File: src/rtl/glb_geom_pkg.sv
package glb_geom_pkg;

    // ======================================================================
    // Bank and SRAM geometry
    // ======================================================================

    localparam int NUM_BANK   = 8;
    localparam int SRAM_WIDTH = 16;
    // Rows per bank, must stay a power of two
    localparam int SRAM_WORD  = 16;

    // Derived index widths
    localparam int ROW_W      = $clog2(SRAM_WORD);
    localparam int BANK_IDX_W = $clog2(NUM_BANK);
    localparam int BANK_CNT_W = BANK_IDX_W + 1;

endpackage

File: src/rtl/glb_port_pkg.sv
package glb_port_pkg;

    // ======================================================================
    // Port counts and beat format
    // ======================================================================

    localparam int NUM_WRPORT = 2;
    localparam int NUM_RDPORT = 2;
    localparam int NUM_PORT   = NUM_WRPORT + NUM_RDPORT;

    localparam int MAXPAR     = 4;
    localparam int PAR_W      = $clog2(MAXPAR) + 1;
    localparam int ADDR_WIDTH = 8;
    localparam int BEAT_W     = glb_geom_pkg::SRAM_WIDTH * MAXPAR;

    localparam int WRPORT_IDX_W = (NUM_WRPORT > 1) ? $clog2(NUM_WRPORT) : 1;
    localparam int RDPORT_IDX_W = (NUM_RDPORT > 1) ? $clog2(NUM_RDPORT) : 1;

    // ======================================================================
    // Configuration layout
    // ======================================================================

    // Slot p owns flags [p*NUM_BANK +: NUM_BANK] and par [p*PAR_W +: PAR_W]
    // Write ports take the low slots, read ports follow
    localparam int CFG_FLAG_W = glb_geom_pkg::NUM_BANK * NUM_PORT;
    localparam int CFG_PAR_W  = PAR_W * NUM_PORT;

endpackage

File: src/rtl/glb_bank_slice.sv
`timescale 1ns/1ps

module glb_bank_slice #(
    parameter int BANK_ID = 0
) (
    input  logic                                                       clk,
    input  logic                                                       rst_n,
    input  logic [glb_port_pkg::CFG_FLAG_W-1:0]                        cfg_bank_flag_i,
    input  logic [glb_geom_pkg::NUM_BANK*glb_port_pkg::NUM_WRPORT-1:0] wr_bank_en_i,
    input  logic [glb_port_pkg::ADDR_WIDTH*glb_port_pkg::NUM_WRPORT-1:0] wr_addr_i,
    input  logic [glb_port_pkg::BEAT_W*glb_port_pkg::NUM_WRPORT-1:0]   wr_dat_i,
    input  logic [glb_geom_pkg::NUM_BANK*glb_port_pkg::NUM_RDPORT-1:0] rd_bank_en_i,
    input  logic [glb_port_pkg::ADDR_WIDTH*glb_port_pkg::NUM_RDPORT-1:0] rd_addr_i,
    input  logic [glb_port_pkg::NUM_RDPORT-1:0]                        rd_dat_rdy_i,
    output logic                                                       arready_o,
    output logic                                                       rvalid_o,
    output logic [glb_geom_pkg::SRAM_WIDTH-1:0]                        rdata_o,
    output logic [glb_port_pkg::ADDR_WIDTH-1:0]                        wr_mark_o,
    output logic [glb_port_pkg::ADDR_WIDTH-1:0]                        rd_mark_o
);
    import glb_geom_pkg::*;
    import glb_port_pkg::*;

    logic [WRPORT_IDX_W-1:0] wsel;
    logic [RDPORT_IDX_W-1:0] rsel;
    logic                    wcov;
    logic                    rcov;
    logic [NUM_BANK-1:0]     wen;
    logic [NUM_BANK-1:0]     ren;
    logic [PAR_W-2:0]        woff;
    logic [ADDR_WIDTH-1:0]   waddr_full;
    logic [ADDR_WIDTH-1:0]   raddr_full;
    logic [SRAM_WIDTH-1:0]   wdata;
    logic                    wvalid;
    logic                    wready;
    logic                    arvalid;
    logic                    rready;

    // ======================================================================
    // Port selection, lowest covering port wins
    // ======================================================================
    always_comb begin
        wsel = '0;
        wcov = 1'b0;
        rsel = '0;
        rcov = 1'b0;
        for (int p = NUM_WRPORT - 1; p >= 0; p--) begin
            if (cfg_bank_flag_i[p*NUM_BANK + BANK_ID]) begin
                wsel = WRPORT_IDX_W'(p);
                wcov = 1'b1;
            end
        end
        for (int p = NUM_RDPORT - 1; p >= 0; p--) begin
            if (cfg_bank_flag_i[(NUM_WRPORT + p)*NUM_BANK + BANK_ID]) begin
                rsel = RDPORT_IDX_W'(p);
                rcov = 1'b1;
            end
        end
    end

    // ======================================================================
    // Write and read muxing
    // ======================================================================
    assign wen        = wr_bank_en_i[wsel*NUM_BANK +: NUM_BANK];
    assign waddr_full = wr_addr_i[wsel*ADDR_WIDTH +: ADDR_WIDTH];
    assign wvalid     = wcov & wen[BANK_ID];

    // Enabled banks below this one give the word offset in the beat
    always_comb begin
        woff = '0;
        for (int i = 0; i < BANK_ID; i++) begin
            woff = woff + (PAR_W-1)'(wen[i]);
        end
    end

    assign wdata      = wr_dat_i[wsel*BEAT_W + woff*SRAM_WIDTH +: SRAM_WIDTH];

    assign ren        = rd_bank_en_i[rsel*NUM_BANK +: NUM_BANK];
    assign raddr_full = rd_addr_i[rsel*ADDR_WIDTH +: ADDR_WIDTH];
    assign arvalid    = rcov & ren[BANK_ID];
    assign rready     = rd_dat_rdy_i[rsel];

    // Circular-buffer marks, last line plus one
    always_ff @(posedge clk or negedge rst_n) begin
        if (!rst_n) begin
            wr_mark_o <= '0;
            rd_mark_o <= '0;
        end else begin
            if (wvalid && wready) begin
                wr_mark_o <= waddr_full + 1'b1;
            end
            if (arvalid && arready_o) begin
                rd_mark_o <= raddr_full + 1'b1;
            end
        end
    end

    glb_ram_hs u_ram (
        .clk       (clk),
        .rst_n     (rst_n),
        .wvalid_i  (wvalid),
        .wready_o  (wready),
        .waddr_i   (waddr_full[ROW_W-1:0]),
        .wdata_i   (wdata),
        .arvalid_i (arvalid),
        .arready_o (arready_o),
        .araddr_i  (raddr_full[ROW_W-1:0]),
        .rvalid_o  (rvalid_o),
        .rready_i  (rready),
        .rdata_o   (rdata_o)
    );

endmodule

File: src/rtl/glb_ram_hs.sv
`timescale 1ns/1ps

module glb_ram_hs (
    input  logic                                clk,
    input  logic                                rst_n,
    input  logic                                wvalid_i,
    output logic                                wready_o,
    input  logic [glb_geom_pkg::ROW_W-1:0]      waddr_i,
    input  logic [glb_geom_pkg::SRAM_WIDTH-1:0] wdata_i,
    input  logic                                arvalid_i,
    output logic                                arready_o,
    input  logic [glb_geom_pkg::ROW_W-1:0]      araddr_i,
    output logic                                rvalid_o,
    input  logic                                rready_i,
    output logic [glb_geom_pkg::SRAM_WIDTH-1:0] rdata_o
);
    import glb_geom_pkg::*;

    logic [SRAM_WIDTH-1:0] mem [SRAM_WORD];
    logic                  rd_fire;

    // Write side never stalls
    assign wready_o  = 1'b1;
    // One read in flight, slot frees in the cycle its data is taken
    assign arready_o = ~(rvalid_o & ~rready_i);
    assign rd_fire   = arvalid_i & arready_o;

    always_ff @(posedge clk) begin
        if (wvalid_i && wready_o) begin
            mem[waddr_i] <= wdata_i;
        end
    end

    always_ff @(posedge clk) begin
        if (rd_fire) begin
            rdata_o <= mem[araddr_i];
        end
    end

    always_ff @(posedge clk or negedge rst_n) begin
        if (!rst_n) begin
            rvalid_o <= 1'b0;
        end else if (rd_fire) begin
            rvalid_o <= 1'b1;
        end else if (rready_i) begin
            rvalid_o <= 1'b0;
        end
    end

endmodule

File: config.mk
export PLATFORM = sky130hd
export DESIGN_NAME = glb_bank_slice
export DESIGN_NICKNAME = d
export VERILOG_FILES = /design/src/rtl/glb_geom_pkg.sv /design/src/rtl/glb_port_pkg.sv /design/src/rtl/glb_bank_slice.sv /design/src/rtl/glb_ram_hs.sv
export SDC_FILE = /design/constraint.sdc
export NUM_CORES = 1
export LEC_CHECK = 0
export ABC_AREA = 1
export ABC_CLOCK_PERIOD_IN_PS = 3800
export BUFFER_PORTS_ARGS = -buffer_cell sky130_fd_sc_hd__buf_2
export CORE_UTILIZATION = 30
export CTS_BUF_LIST = sky130_fd_sc_hd__clkbuf_16
export CTS_CLUSTER_DIAMETER = 60
export CTS_CLUSTER_SIZE = 40
export DETAILED_ROUTE_END_ITERATION = 12
export PLACE_DENSITY_LB_ADDON = 0.15
export REMOVE_ABC_BUFFERS = 1
export SLEW_MARGIN = 40
export SYNTH_ARGS = -nofsm -noshare
export SYNTH_HDL_FRONTEND = slang
export SYNTH_SLANG_ARGS = --single-unit
File: constraint.sdc
create_clock -name clk -period 3.8 [get_ports clk]
set_clock_uncertainty 0.15 [all_clocks]
set_input_delay 0.19 -clock clk [delete_from_list [all_inputs] [get_ports clk]]
set_output_delay 0.19 -clock clk [all_outputs]
set_load 0.02 [all_outputs]
* Yosys cells after proc, flatten, opt, wreduce, memory -nomap -nowiden
Memory sizes are Yosys's and may differ from the RTL's. A register that Yosys moved wholly into a read port is not among the register bits. Index checks and enable logic that the tools add are counted.
Storage, ports and cells: register bits after elaboration 17, bits in writable memories 256, input port bits 228, output and inout port bits 34, word-level logic and storage cells 32, memories 1
Memory list:
- u_ram.mem | words 16, bits a word 16, read ports 1, clocked after memory_dff 1, write ports 1, line glb_ram_hs.sv:19 | logic [SRAM_WIDTH-1:0] mem [SRAM_WORD];
Cells by class: $add $sub $neg 2, order comparisons 1, shift-type cells 5, mux-type cells 12, bitwise operators 6, reduce and logical (&&, ||, !) cells 2
Operator list (number):
- $shiftx A128 B8 Y16 | 1
- $shiftx A16 B5 Y1 | 2
- $shiftx A16 B5 Y8 | 2
- $add A8 B1 Y8 const B | 2
- $mux W1 | 12
- $and A1 B1 Y1 | 4
- $lt A1 B2 Y1 const B | 1
- $not A1 Y1 | 2
- $reduce_bool A2 Y1 | 1
- $logic_and A1 B1 Y1 | 1

* Longest topological paths before layout
Gate-level depths: netlist (run 1).
depth in word-level cells 9, depth in mapped cells 12, depth with buffers taken out 10

* Modules after synthesis
Synthesis (run 1) repeated with hierarchy kept, for this count alone.
Unflattened totals: cells, all modules 1282, area, all modules 13007.5 um^2
Modules (own cells, without submodules):
- glb_ram_hs | times used 1, cells an instance 1082, area each 11603.6 um^2
- glb_bank_slice | times used 1, cells an instance 200, area each 1403.8 um^2

* Worst setup path after synthesis (run 1)
Ideal clock, no wire load.
path kind input to register, start input port cfg_bank_flag_i[8] (netlist bit), end memory u_ram.mem[0][0] (enable), library setup time 0.409 ns, data arrival time 2.005 ns, path slack 1.235 ns, stages on the path 7, buffers on the path 1, path through inv_1 -> nor2_2 -> nand2_1 -> nand2_2 -> inv_1 -> buf_2 -> nor3_1
Between the ends: longest elaborated chain between the ends 6
Ends and longest elaborated chain:
- from (decl) | line glb_bank_slice.sv:8 | input logic [glb_port_pkg::CFG_FLAG_W-1:0] cfg_bank_flag_i,
- $mux W1 (*) | line glb_bank_slice.sv:48 | if (cfg_bank_flag_i[p*NUM_BANK + BANK_ID]) begin
- $mux W1 | line glb_bank_slice.sv:48
- $shiftx A16 B5 Y1 | line glb_bank_slice.sv:64 | assign wen = wr_bank_en_i[wsel*NUM_BANK +: NUM_BANK];
- $and A1 B1 Y1 | line glb_bank_slice.sv:66 | assign wvalid = wcov & wen[BANK_ID];
- $mux W1 | line glb_ram_hs.sv:29 | if (wvalid_i && wready_o) begin
- $mux W1 (not written as such) | line glb_ram_hs.sv:30 | mem[waddr_i] <= wdata_i;
- to (decl) | line glb_ram_hs.sv:19
Mark *: on every way between the ends. The rest lies on a longest branch, timed or not.

* Worst setup path in the final report (run 1)
start input port wr_addr_i[0] (netlist bit), end register wr_mark_o[3] (netlist bit)
Between the ends: longest elaborated chain between the ends 2
Ends and longest elaborated chain:
- from (decl) | line glb_bank_slice.sv:10 | input logic [glb_port_pkg::ADDR_WIDTH*glb_port_pkg::NUM_WRPORT-1:0] wr_addr_i,
- $shiftx A16 B5 Y8 | line glb_bank_slice.sv:65 | assign waddr_full = wr_addr_i[wsel*ADDR_WIDTH +: ADDR_WIDTH];
- $add A8 B1 Y8 | line glb_bank_slice.sv:90 | wr_mark_o <= waddr_full + 1'b1;
- to (signal assigned) | line glb_bank_slice.sv:90
- to (decl) | line glb_bank_slice.sv:18 | output logic [glb_port_pkg::ADDR_WIDTH-1:0] wr_mark_o,
Every way passes these cells. A chain may end at the register's enable or synchronous reset.

==> impl_metrics.py, run 1 <==
metrics = {
    "drt": {
        "dr.pass1.iters": 5,
        "first_iter_violations": 551,
        "avgViaCountPerCell": 4.45,
        "routed_wl_um": 34600,
        "routedWlPerCell_um": 17.4,
        "vias": 8863,
        "drc": 0,
        "drtAntennaViolNets": 0,
    },
    "timing": {
        "hold_slack_ps": 30.4,
        "maxClockFrequency_mhz": 410,
        "finalHoldViolCount": 0,
        "timing.setup.tns_ps": 0,
        "period_minus_slack_ps": 2440,
        "grt_setup_unrepaired": "false",
        "finalSetupViolations": 0,
        "fin_crit_sh": 0.641,
        "finalMaxSlewViolations": 0,
        "relSlewSlack": 0.535,
        "worst_pin_slew_ps": 697,
    },
    "clocking": {
        "cts_buffer_depth": 3,
        "cts.sinks": 289,
        "clkTransAtPathRegs_ps": 70,
        "numCtsBuffers": 28,
        "clkLatencyLatePin_ps": 550,
        "htreeDepth": 1,
        "root_buffer": "clkbuf_16",
        "cts_tree": "built",
    },
    "floorplan": {
        "num_io_pins": 262,
        "start_util": 0.305,
        "fp.dieW_um": 209,
        "core_area_um2": 42000,
        "die_area_um2": 43600,
        "die_h_um": 209,
        "rows": 75,
    },
    "global_routing": {
        "grt-ovfl-total": 0,
        "grt_max_degree": 75,
        "grt_pass1_vias": 8320,
        "grt_use_total": 0.159,
        "grt_first_pass_wirelength_um": 51800,
        "grt_antenna_before_repair": 0,
    },
    "yosys": {
        "synth_area_per_cell_um2": 10.0,
        "netlist_instances": 1282,
        "yosysWarnings": 0,
        "synth.largest_area_cell": "edfxtp_1",
        "synth_top_cell_area_share": 0.636,
        "ys_types": 31,
        "synth-seq-cells": 289,
        "seq_area_frac_synth": 0.669,
        "synth_edf_count": 272,
        "synthTopCellsByArea": "edfxtp_1, nand2_1, nand3_1",
        "yosysMostFrequentCell": "nand2_1",
        "synthFlopType": "edfxtp_1",
        "syn_area_um2": 12800,
        "synthArstFlopShare": 0.0588,
        "yosys-top-cells-count": "nand2_1, edfxtp_1, nand3_1",
    },
    "setup_path": {
        "start_kind": "input pin",
        "crit_type": "in2reg",
        "crit_start": "wr_addr_i[0]",
        "worstPathMaxFanout": 7,
        "critPathArrivalTime_ps": 2730,
        "cp-end-kind": "register",
        "crit_required_ps": 4090,
        "timing.rr.start": "u_ram.rvalid_o$_DFFE_PN0P_",
    },
    "worst_hold_path": {
        "min_from": "wr_addr_i[8]",
        "hold_class": "in2reg",
    },
    "place": {
        "hpwl_um": 19700,
        "dpl_cell_area_um2": 14100,
        "place.gp.congestion": 0.744,
        "port_buffers": 109,
    },
    "run_status": {
        "status": "complete, no violations",
    },
    "cells_and_area": {
        "drive_above_1_share": 0.163,
        "area_delta_synth_final_pct": 19.2,
        "regArea_um2": 8590,
        "multi_input_area_um2": 3480,
        "final_nets": 1658,
        "final_area_um2": 15300,
        "nFillCells": 4230,
        "antenna_cells": 0,
        "final_core_util": 0.364,
    },
    "flow_run": {
        "drv_cap": 0,
    },
    "power": {
        "leakagePower_nw": 6.44,
        "power.density_nw_per_um2": 485,
        "power.total_w": 0.00741,
        "peakVddDrop_mv": 0.291,
    },
}
[layer usage]
| metal | wire length, µm | GRT usage | vias to the layer above |
|---|---|---|---|
| met5 | 0 | 0 | - |
| met4 | 525 | 0.0292 | 0 |
| met3 | 1640 | 0.0213 | 29 |
| met2 | 15700 | 0.252 | 219 |
| met1 | 16700 | 0.232 | 4150 |
| li1 | - | - | 4465 |
[kinds of logic (layout without fill, tap and decap cells)]
group	count (synthesis)	in the layout	synth area share
xor gates and xnor gates	2	2	0.00136
AOI/OAI and AO/OA	17	17	0.00770
adders and majority gates	1	1	0.000975
and+or+nand+nor	793	793	0.255
buffers and inverters	180	349	0.0659
DFF	289	289	0.669
[worst max-delay path: stages]
cell and delay [ps]:
dlygate4sd3_1 530, buf_2 100, nand2_1 40, nand2_1 230
nand2_1 190, inv_1 130, nand2_1 130, nor2_2 500
nor3_1 120, dlygate4sd3_1 580
[where the power goes]
part | internal (W) | total, W | switching (W) | leakage [nW]
sequential | 0.00364 | 0.00367 | 0.0000358 | 2.61
combinational | 0.000272 | 0.000905 | 0.000633 | 3.36
clock | 0.00151 | 0.00284 | 0.00133 | 0.464
[layout by cell type, fill, tap and decap left out, types with 7 or more instances in the layout]
cell / netlist / final
buf_2: 22 / 109
buf_4: 22 / 32
clkbuf_16: 0 / 29
dfrtp_1: 17 / 17
dlygate4sd3_1: 0 / 31
edfxtp_1: 272 / 272
inv_1: 118 / 119
nand2_1: 504 / 502
nand3_1: 144 / 144
nand3_2: 8 / 8
nor2_1: 118 / 107
nor2_2: 1 / 11
o21ai_0: 7 / 7
[path summary, 6_finish.rpt]
kind | slack (ps) | end | depth (start not counted)
worst min-delay path | 30 | wr_mark_o[0]$_DFFE_PN0P_ | 4
max in group asynchronous | 1660 | wr_mark_o[0]$_DFFE_PN0P_ | 4
min in group asynchronous | 490 | wr_mark_o[2]$_DFFE_PN0P_ | 3
worst max register to register | 1640 | u_ram.rdata_o[5]$_DFFE_PP_ | 7
worst max-delay path | 1360 | wr_mark_o[3]$_DFFE_PN0P_ | 10
worst min register to register | 330 | rd_mark_o[7]$_DFFE_PN0P_ | 2
[registers in the layout (all words and copies together), names as in the netlist]
signal          flops
wr_mark_o           8
u_ram.rdata_o      16
rd_mark_o           8
u_ram.rvalid_o      1
u_ram.mem         256
[area by class of cell]
class	count	share of cell area
inverters	122	0.0301
flip-flops and latches	289	0.562
well taps	539	0.0441
clock buffers	29	0.0474
clock inverters	23	0.0137
repair buffers	175	0.0756
multi-input cells	813	0.228
[stage by stage]
stage / setup WS, ps / cells
finish: 1360 / 1990
global route: 1170 / 1990
CTS: 1320 / 1990
detailed placement: 918 / 1907
global placement: 937 / 1907
floorplan: 910 / 1224
[what timing repair did]
| item | 4_1_cts | 5_1_grt |
|---|---|---|
| setup buffers | 0 | 0 |
| hold buffers | 31 | 0 |
| hold endpoints to repair | 29 | 0 |
| resized for setup | 0 | 0 |
(Power assumes the default switching activity.)
==> run 2: changes to the inputs <==
ABC_AREA = 0   (was 1)
ABC_CLOCK_PERIOD_IN_PS = 2300   (was 3800)
clock period = 2.3 ns   (was 3.8 ns; I/O delays follow)
==> impl_metrics.py, run 2 <==
metrics = {
    "run_status": {
        "status": "complete, no violations",
    },
    "place": {
        "port_buffers": 109,
        "hpwl_um": 24400,
        "place_ws_ps": 65.3,
        "dpl_cell_area_um2": 16500,
        "place.gp.congestion": 0.715,
    },
    "timing": {
        "worst_pin_slew_ps": 655,
        "finalHoldViolCount": 0,
        "fin_crit_sh": 0.975,
        "relSlewSlack": 0.559,
        "hold_slack_ps": 23.4,
        "setup_ws_ps": 57.1,
        "finalSetupViolations": 0,
        "period_minus_slack_ps": 2240,
        "timing.setup.tns_ps": 0,
        "finalMaxSlewViolations": 0,
        "maxClockFrequency_mhz": 446,
        "grt_setup_unrepaired": "true",
    },
    "clocking": {
        "cts_tree": "built",
        "cts.sinks": 289,
        "clkTransAtPathRegs_ps": 70,
        "root_buffer": "clkbuf_16",
        "cts_buffer_depth": 3,
        "numCtsBuffers": 31,
        "clkLatencyLatePin_ps": 590,
        "htreeDepth": 1,
    },
    "yosys": {
        "syn_area_um2": 14700,
        "yosysMostFrequentCell": "edfxtp_1",
        "synthArstFlopShare": 0.0588,
        "synth_top_cell_area_share": 0.556,
        "synth_edf_count": 272,
        "synth_area_per_cell_um2": 12.9,
        "synthTopCellsByArea": "edfxtp_1, mux2i_1, a211oi_1",
        "yosys.area_share.xor_xnor": 0.00477,
        "synth.largest_area_cell": "edfxtp_1",
        "yosysWarnings": 0,
        "ys_types": 51,
        "synthFlopType": "edfxtp_1",
        "synth_fa_ha_area_frac": 0.000851,
        "yosys-top-cells-count": "edfxtp_1, mux2i_1, nor2_1",
        "netlist_instances": 1143,
        "synth_simple_gate_area_share": 0.0909,
        "synth-compound-area-share": 0.115,
        "synth_mux_area_frac": 0.169,
        "synth-seq-cells": 289,
        "synth_top_family_by_area": "multiplexers",
        "seq_area_frac_synth": 0.585,
    },
    "power": {
        "peakVddDrop_mv": 0.571,
        "power.density_nw_per_um2": 725,
        "leakagePower_nw": 6.64,
    },
    "setup_path": {
        "cpPeakStageDelay_ps": 580,
        "slowest_stage": "dlygate4sd3_1",
        "cp-end-kind": "register",
        "cp_top_family": "buffers and inverters",
        "critPathArrivalTime_ps": 2560,
        "timing.rr.start": "u_ram.mem[9][12]$_DFFE_PP_",
        "worstPathMaxFanout": 6,
        "crit_required_ps": 2620,
        "path_buf_inv": 5,
        "path_cells": "dlygate4sd3_1, buf_2, a22oi_1, buf_4, a311oi_1, dlygate4sd3_1, a21o_1, dlygate4sd3_1",
        "crit_type": "in2reg",
        "critPathMostFrequentCell": "dlygate4sd3_1",
        "worstReg2RegEnd": "u_ram.rdata_o[12]$_DFFE_PP_",
        "r2r_cells": 5,
        "start_kind": "input pin",
        "regToRegSetupSlack_ps": 650,
        "crit_start": "wr_bank_en_i[0]",
    },
    "cells_and_area": {
        "area_delta_synth_final_pct": 22.9,
        "final_cell_mix": "edfxtp_1, mux2i_1, buf_2",
        "final_core_util": 0.376,
        "final_common_cell": "edfxtp_1",
        "nFillCells": 4602,
        "multi_input_area_um2": 5650,
        "regArea_um2": 8590,
        "drive_above_1_share": 0.214,
        "final_area_um2": 18100,
        "final_nets": 1548,
        "largest_register": "u_ram.mem",
        "reg_top3": "u_ram.mem: 256 flops, u_ram.rdata_o: 16 flops",
        "antenna_cells": 0,
        "largest_register_ff_count": 256,
    },
    "drt": {
        "avgViaCountPerCell": 5.09,
        "vias": 9969,
        "drtAntennaViolNets": 0,
        "routed_wl_um": 40500,
        "routedWlPerCell_um": 20.7,
        "first_iter_violations": 507,
        "dr.pass1.iters": 5,
        "drc": 0,
    },
    "global_routing": {
        "met1_usage": 0.209,
        "grt_first_pass_wirelength_um": 61500,
        "grt_use_total": 0.164,
        "met2_usage": 0.293,
        "grt_max_degree": 74,
        "grt_pass1_vias": 10100,
        "grtUsageMet3": 0.0174,
        "gr-max-usage-layer": "met2",
        "grt-ovfl-total": 0,
        "grt_antenna_before_repair": 0,
    },
    "worst_hold_path": {
        "min_to": "u_ram.mem[8][9]$_DFFE_PP_",
        "worstHoldPathCells": 3,
        "hold_class": "in2reg",
        "min_from": "wr_dat_i[9]",
    },
    "floorplan": {
        "core_area_um2": 48000,
        "rows": 80,
        "start_util": 0.306,
        "num_io_pins": 262,
        "die_area_um2": 49900,
        "die_h_um": 223,
        "fp.dieW_um": 223,
    },
    "flow_run": {
        "drv_cap": 0,
    },
}
run 2: changes by cell type in the layout (fill, tap and decap cells not counted), sizes merged, moves of 64 or more:
| cell | previous run | this run |
|---|---|---|
| nand2 | 513 | 68 |
| a211oi | 0 | 64 |
| mux2i | 0 | 237 |
| inv | 132 | 14 |
| nor2b | 0 | 71 |
| nand3 | 152 | 1 |
| a21oi | 3 | 70 |
run 2: how the worst max path moves through the flow:
| stage | end | slack (ps) | cells after the start |
|---|---|---|---|
| after floorplan | rd_mark_o[0]$_DFFE_PN0P_ | -8390 | 4 |
| after global placement | u_ram.rdata_o[11]$_DFFE_PP_ | 100 | 8 |
| after detailed placement | u_ram.rdata_o[11]$_DFFE_PP_ | 70 | 8 |
| after CTS | wr_mark_o[4]$_DFFE_PN0P_ | 20 | 8 |
| after global routing | wr_mark_o[4]$_DFFE_PN0P_ | -4 | 8 |
| final | wr_mark_o[1]$_DFFE_PN0P_ | 60 | 8 |
run 2: logic make-up (layout without fill, tap and decap cells):
| group | count (synthesis) | in the layout |
|---|---|---|
| DFF | 289 | 289 |
| and+or+nand+nor | 270 | 270 |
| muxes | 246 | 246 |
| AOI/OAI and AO/OA | 239 | 239 |
| buffers and inverters | 90 | 291 |
| xor gates and xnor gates | 8 | 8 |
| adders and majority gates | 1 | 1 |
run 2: worst register-to-register path: cells and delay by family (launching register included):
family	cells	cell delay [ps]
AOI/OAI and AO/OA	2	400
DFF	1	390
muxes	1	180
and+or+nand+nor	2	270
run 2: final cells by class:
type                            count  area share
Clock inverter                     27      0.0172
Inverter                            4    0.000831
Clock buffer                       31      0.0429
Sequential cell                   289       0.476
Multi-Input combinational cell    764       0.313
Tap cell                          615      0.0426
Timing Repair Buffer              229       0.108
run 2: metal layers:
metal,vias up,share of wire,routed length (µm)
li1,4782,-,-
met1,4945,0.44,18000
met2,180,0.50,20300
met3,62,0.029,1170
met4,0,0.025,1030
met5,-,0,0
run 2: per-stage QoR:
step | cells | power (W)
after floorplan | 1057 | 0.00713
after global placement | 1855 | 0.00788
after detailed placement | 1855 | 0.00791
after CTS | 1955 | 0.0133
after global routing | 1959 | 0.0136
final | 1959 | 0.0131
run 2: what timing repair did:
item | CTS | global route
endpoints found under the setup margin | 0 | 3
gates resized for setup | 0 | 3
hold endpoints to repair | 48 | 7
hold buffers | 42 | 1
setup buffers | 0 | 3
run 2: report_power, final:
part           internal, W  switching, W  total, W  leakage [nW]
logic             0.000741       0.00104   0.00178          3.51
registers          0.00600     0.0000773   0.00607          2.60
clock network      0.00291       0.00234   0.00525         0.520
total              0.00964       0.00346    0.0131          6.64
==> run 3: changes to the inputs <==
--- a/config.mk
+++ b/config.mk
@@ -9,4 +9,5 @@
 export ABC_CLOCK_PERIOD_IN_PS = 2300
 export BUFFER_PORTS_ARGS = -buffer_cell sky130_fd_sc_hd__buf_2
+export CAP_MARGIN = 20
 export CORE_UTILIZATION = 30
 export CTS_BUF_LIST = sky130_fd_sc_hd__clkbuf_16
@@ -19,3 +20,4 @@
 export SYNTH_ARGS = -nofsm -noshare
 export SYNTH_HDL_FRONTEND = slang
+export SYNTH_HIERARCHICAL = 1
 export SYNTH_SLANG_ARGS = --single-unit
==> constraint.sdc (replaced) <==
create_clock -name clk -period 2.3 [get_ports clk]
set_clock_uncertainty 0.15 [all_clocks]
set_input_delay 0.46 -clock clk [delete_from_list [all_inputs] [get_ports clk]]
set_output_delay 0.46 -clock clk [all_outputs]
set_load 0.02 [all_outputs]
==> impl_metrics.py, run 3 <==
metrics = {
    "flow_run": {
        "drv_cap": 0,
    },
    "global_routing": {
        "grt-ovfl-total": 0,
        "grt_antenna_before_repair": 0,
        "grt_pass1_vias": 6412,
        "grt_use_total": 0.146,
        "grt_max_degree": 25,
        "grt_first_pass_wirelength_um": 41500,
    },
    "drt": {
        "routedWlPerCell_um": 22.0,
        "dr_wl_met3_um": 1070,
        "first_iter_violations": 366,
        "maxUsedRoutingLayer": "met4",
        "routed_wl_um": 28200,
        "dr.pass1.iters": 4,
        "vias": 6021,
        "wirelength_met1_um": 12100,
        "wl_met2_um": 14700,
        "avgViaCountPerCell": 4.69,
        "drc": 0,
        "drtAntennaViolNets": 0,
    },
    "yosys": {
        "synth.largest_area_cell": "edfxtp_1",
        "synth_top_cell_area_share": 0.702,
        "ys_types": 40,
        "yosysWarnings": 6,
        "synth-seq-cells": 289,
        "synthArstFlopShare": 0.0588,
        "synthFlopType": "edfxtp_1",
        "yosysMostFrequentCell": "edfxtp_1",
        "syn_area_um2": 11600,
        "synthTopCellsByArea": "edfxtp_1, mux4_2, dfrtp_1",
        "yosys-top-cells-count": "edfxtp_1, mux4_2, nand2_1",
        "netlist_instances": 585,
        "synth_area_per_cell_um2": 19.9,
        "seq_area_frac_synth": 0.739,
        "synth_edf_count": 272,
    },
    "floorplan": {
        "die_area_um2": 39600,
        "num_io_pins": 262,
        "rows": 71,
        "die_h_um": 199,
        "core_area_um2": 37900,
        "fp.dieW_um": 199,
        "start_util": 0.307,
    },
    "clocking": {
        "post-cts-setup-buffers": 0,
        "cts.sinks": 289,
        "cts_buffer_depth": 3,
        "clkLatencyLatePin_ps": 530,
        "post_cts_resized": 0,
        "numCtsBuffers": 24,
        "htreeDepth": 1,
        "clkTransAtPathRegs_ps": 80,
        "cts_tree": "built",
        "root_buffer": "clkbuf_16",
    },
    "setup_path": {
        "cp-end-kind": "register",
        "start_kind": "input pin",
        "critPathArrivalTime_ps": 2160,
        "crit_type": "in2reg",
        "worstPathMaxFanout": 24,
        "regToRegSetupSlack_ps": 680,
        "timing.rr.start": "u_ram/mem[1][0]$_DFFE_PP_",
        "endpoint": "u_ram/rdata_o[0]$_DFFE_PP_",
        "worstReg2RegEnd": "u_ram/rdata_o[0]$_DFFE_PP_",
        "crit_required_ps": 2420,
        "r2r_cells": 3,
        "crit_start": "cfg_bank_flag_i[24]",
    },
    "cells_and_area": {
        "reg_top3": "u_ram/mem: 256 flops, u_ram/rdata_o: 16 flops",
        "largest_register_ff_count": 256,
        "final_area_um2": 14400,
        "final_cell_mix": "edfxtp_1, buf_2, mux4_2",
        "final_nets": 985,
        "antenna_cells": 0,
        "final_common_cell": "edfxtp_1",
        "largest_register": "u_ram/mem",
        "drive_above_1_share": 0.406,
        "area_delta_synth_final_pct": 23.4,
    },
    "timing": {
        "grt_setup_unrepaired": "false",
        "setup_ws_ps": 269,
        "period_minus_slack_ps": 2030,
        "fin_crit_sh": 0.883,
        "hold_slack_ps": 151,
        "finalHoldViolCount": 0,
        "timing.setup.tns_ps": 0,
        "maxClockFrequency_mhz": 492,
        "finalSetupViolations": 0,
        "finalMaxSlewViolations": 0,
    },
    "power": {
        "seqPwrFrac": 0.514,
        "p_int_w": 0.00886,
        "leakagePower_nw": 4.98,
        "pwr-share-clk": 0.377,
        "power.density_nw_per_um2": 823,
        "peakVddDrop_mv": 0.502,
        "swShare": 0.250,
        "power.total_w": 0.0118,
        "p_sw_w": 0.00296,
        "p_comb_frac": 0.109,
    },
    "place": {
        "place.gp.congestion": 0.891,
        "place_ws_ps": -323,
        "hpwl_um": 17300,
        "dpl_cell_area_um2": 13500,
        "port_buffers": 109,
    },
    "worst_hold_path": {
        "hold_class": "in2reg",
    },
    "run_status": {
        "status": "complete, no violations",
    },
}
[run 3: changes by cell type in the layout (fill, tap and decap cells not counted), moves of 33 or more]
cell and change:
a211oi_1 -64, a21oi_1 -69, dlygate4sd3_1 -41, mux2i_1 -222
mux4_2 +54, nor2_1 -64, nor2b_1 -65, o22ai_1 -33
[run 3: how the worst min path moves through the flow]
stage	start	endpoint	slack, ps	cells after the start
2_1_floorplan	rst_n	rd_mark_o[0]$_DFFE_PN0P_	10	0
3_3_place_gp	rst_n	wr_mark_o[5]$_DFFE_PN0P_	250	1
3_5_place_dp	rst_n	wr_mark_o[5]$_DFFE_PN0P_	260	1
4_1_cts	rd_bank_en_i[8]	u_ram/rvalid_o$_DFFE_PN0P_	140	3
5_1_grt	rd_bank_en_i[8]	u_ram/rvalid_o$_DFFE_PN0P_	180	3
6_report	rd_bank_en_i[8]	u_ram/rvalid_o$_DFFE_PN0P_	150	3
[run 3: worst max-delay path, cell delays in order]
cell and delay [ps]:
buf_2 110, nor2b_2 150, nand2_1 90, nand2_4 160
buf_12 250, mux4_1 590, a22oi_1 240, nand2_1 90
[run 3: stage by stage]
step           instances   util
3_5_place_dp        1240  0.355
6_report            1285  0.379
5_1_grt             1285  0.379
3_3_place_gp        1240  0.355
2_1_floorplan        556      -
4_1_cts             1285  0.379
[run 3: routing by layer]
metal	vias up	global-route usage
li1	2736	-
met1	3150	0.189
met5	-	0
met4	0	0.0302
met2	111	0.261
met3	24	0.0187
[run 3: power groups by stage]
stage	registers, W	logic, W	clock network, W
floorplan	0.00628	0.000631	0
global placement	0.00619	0.00127	0
detailed placement	0.00620	0.00131	0
CTS	0.00608	0.00131	0.00458
global route	0.00610	0.00140	0.00478
finish	0.00608	0.00128	0.00446
[run 3: cells by family after synthesis]
family	synth area share
simple gates	0.0386
flops	0.739
other cells	0.000322
fa+ha+maj	0.00108
xor+xnor	0.00828
buf+inv	0.0173
compound gates	0.0343
mux	0.162
[run 3: layout make-up]
type	instances	area (µm²)
clock buffer	24	601
multi-input combinational	263	2890
timing repair buffer	174	1350
fill	3492	23600
inverter	4	15.0
sequential	289	8590
clock inverter	20	275
tap	511	639
[run 3: what timing repair did]
action,CTS,global route
endpoints found under the setup margin,0,0
hold buffers,1,0
endpoints found under the hold margin,17,0
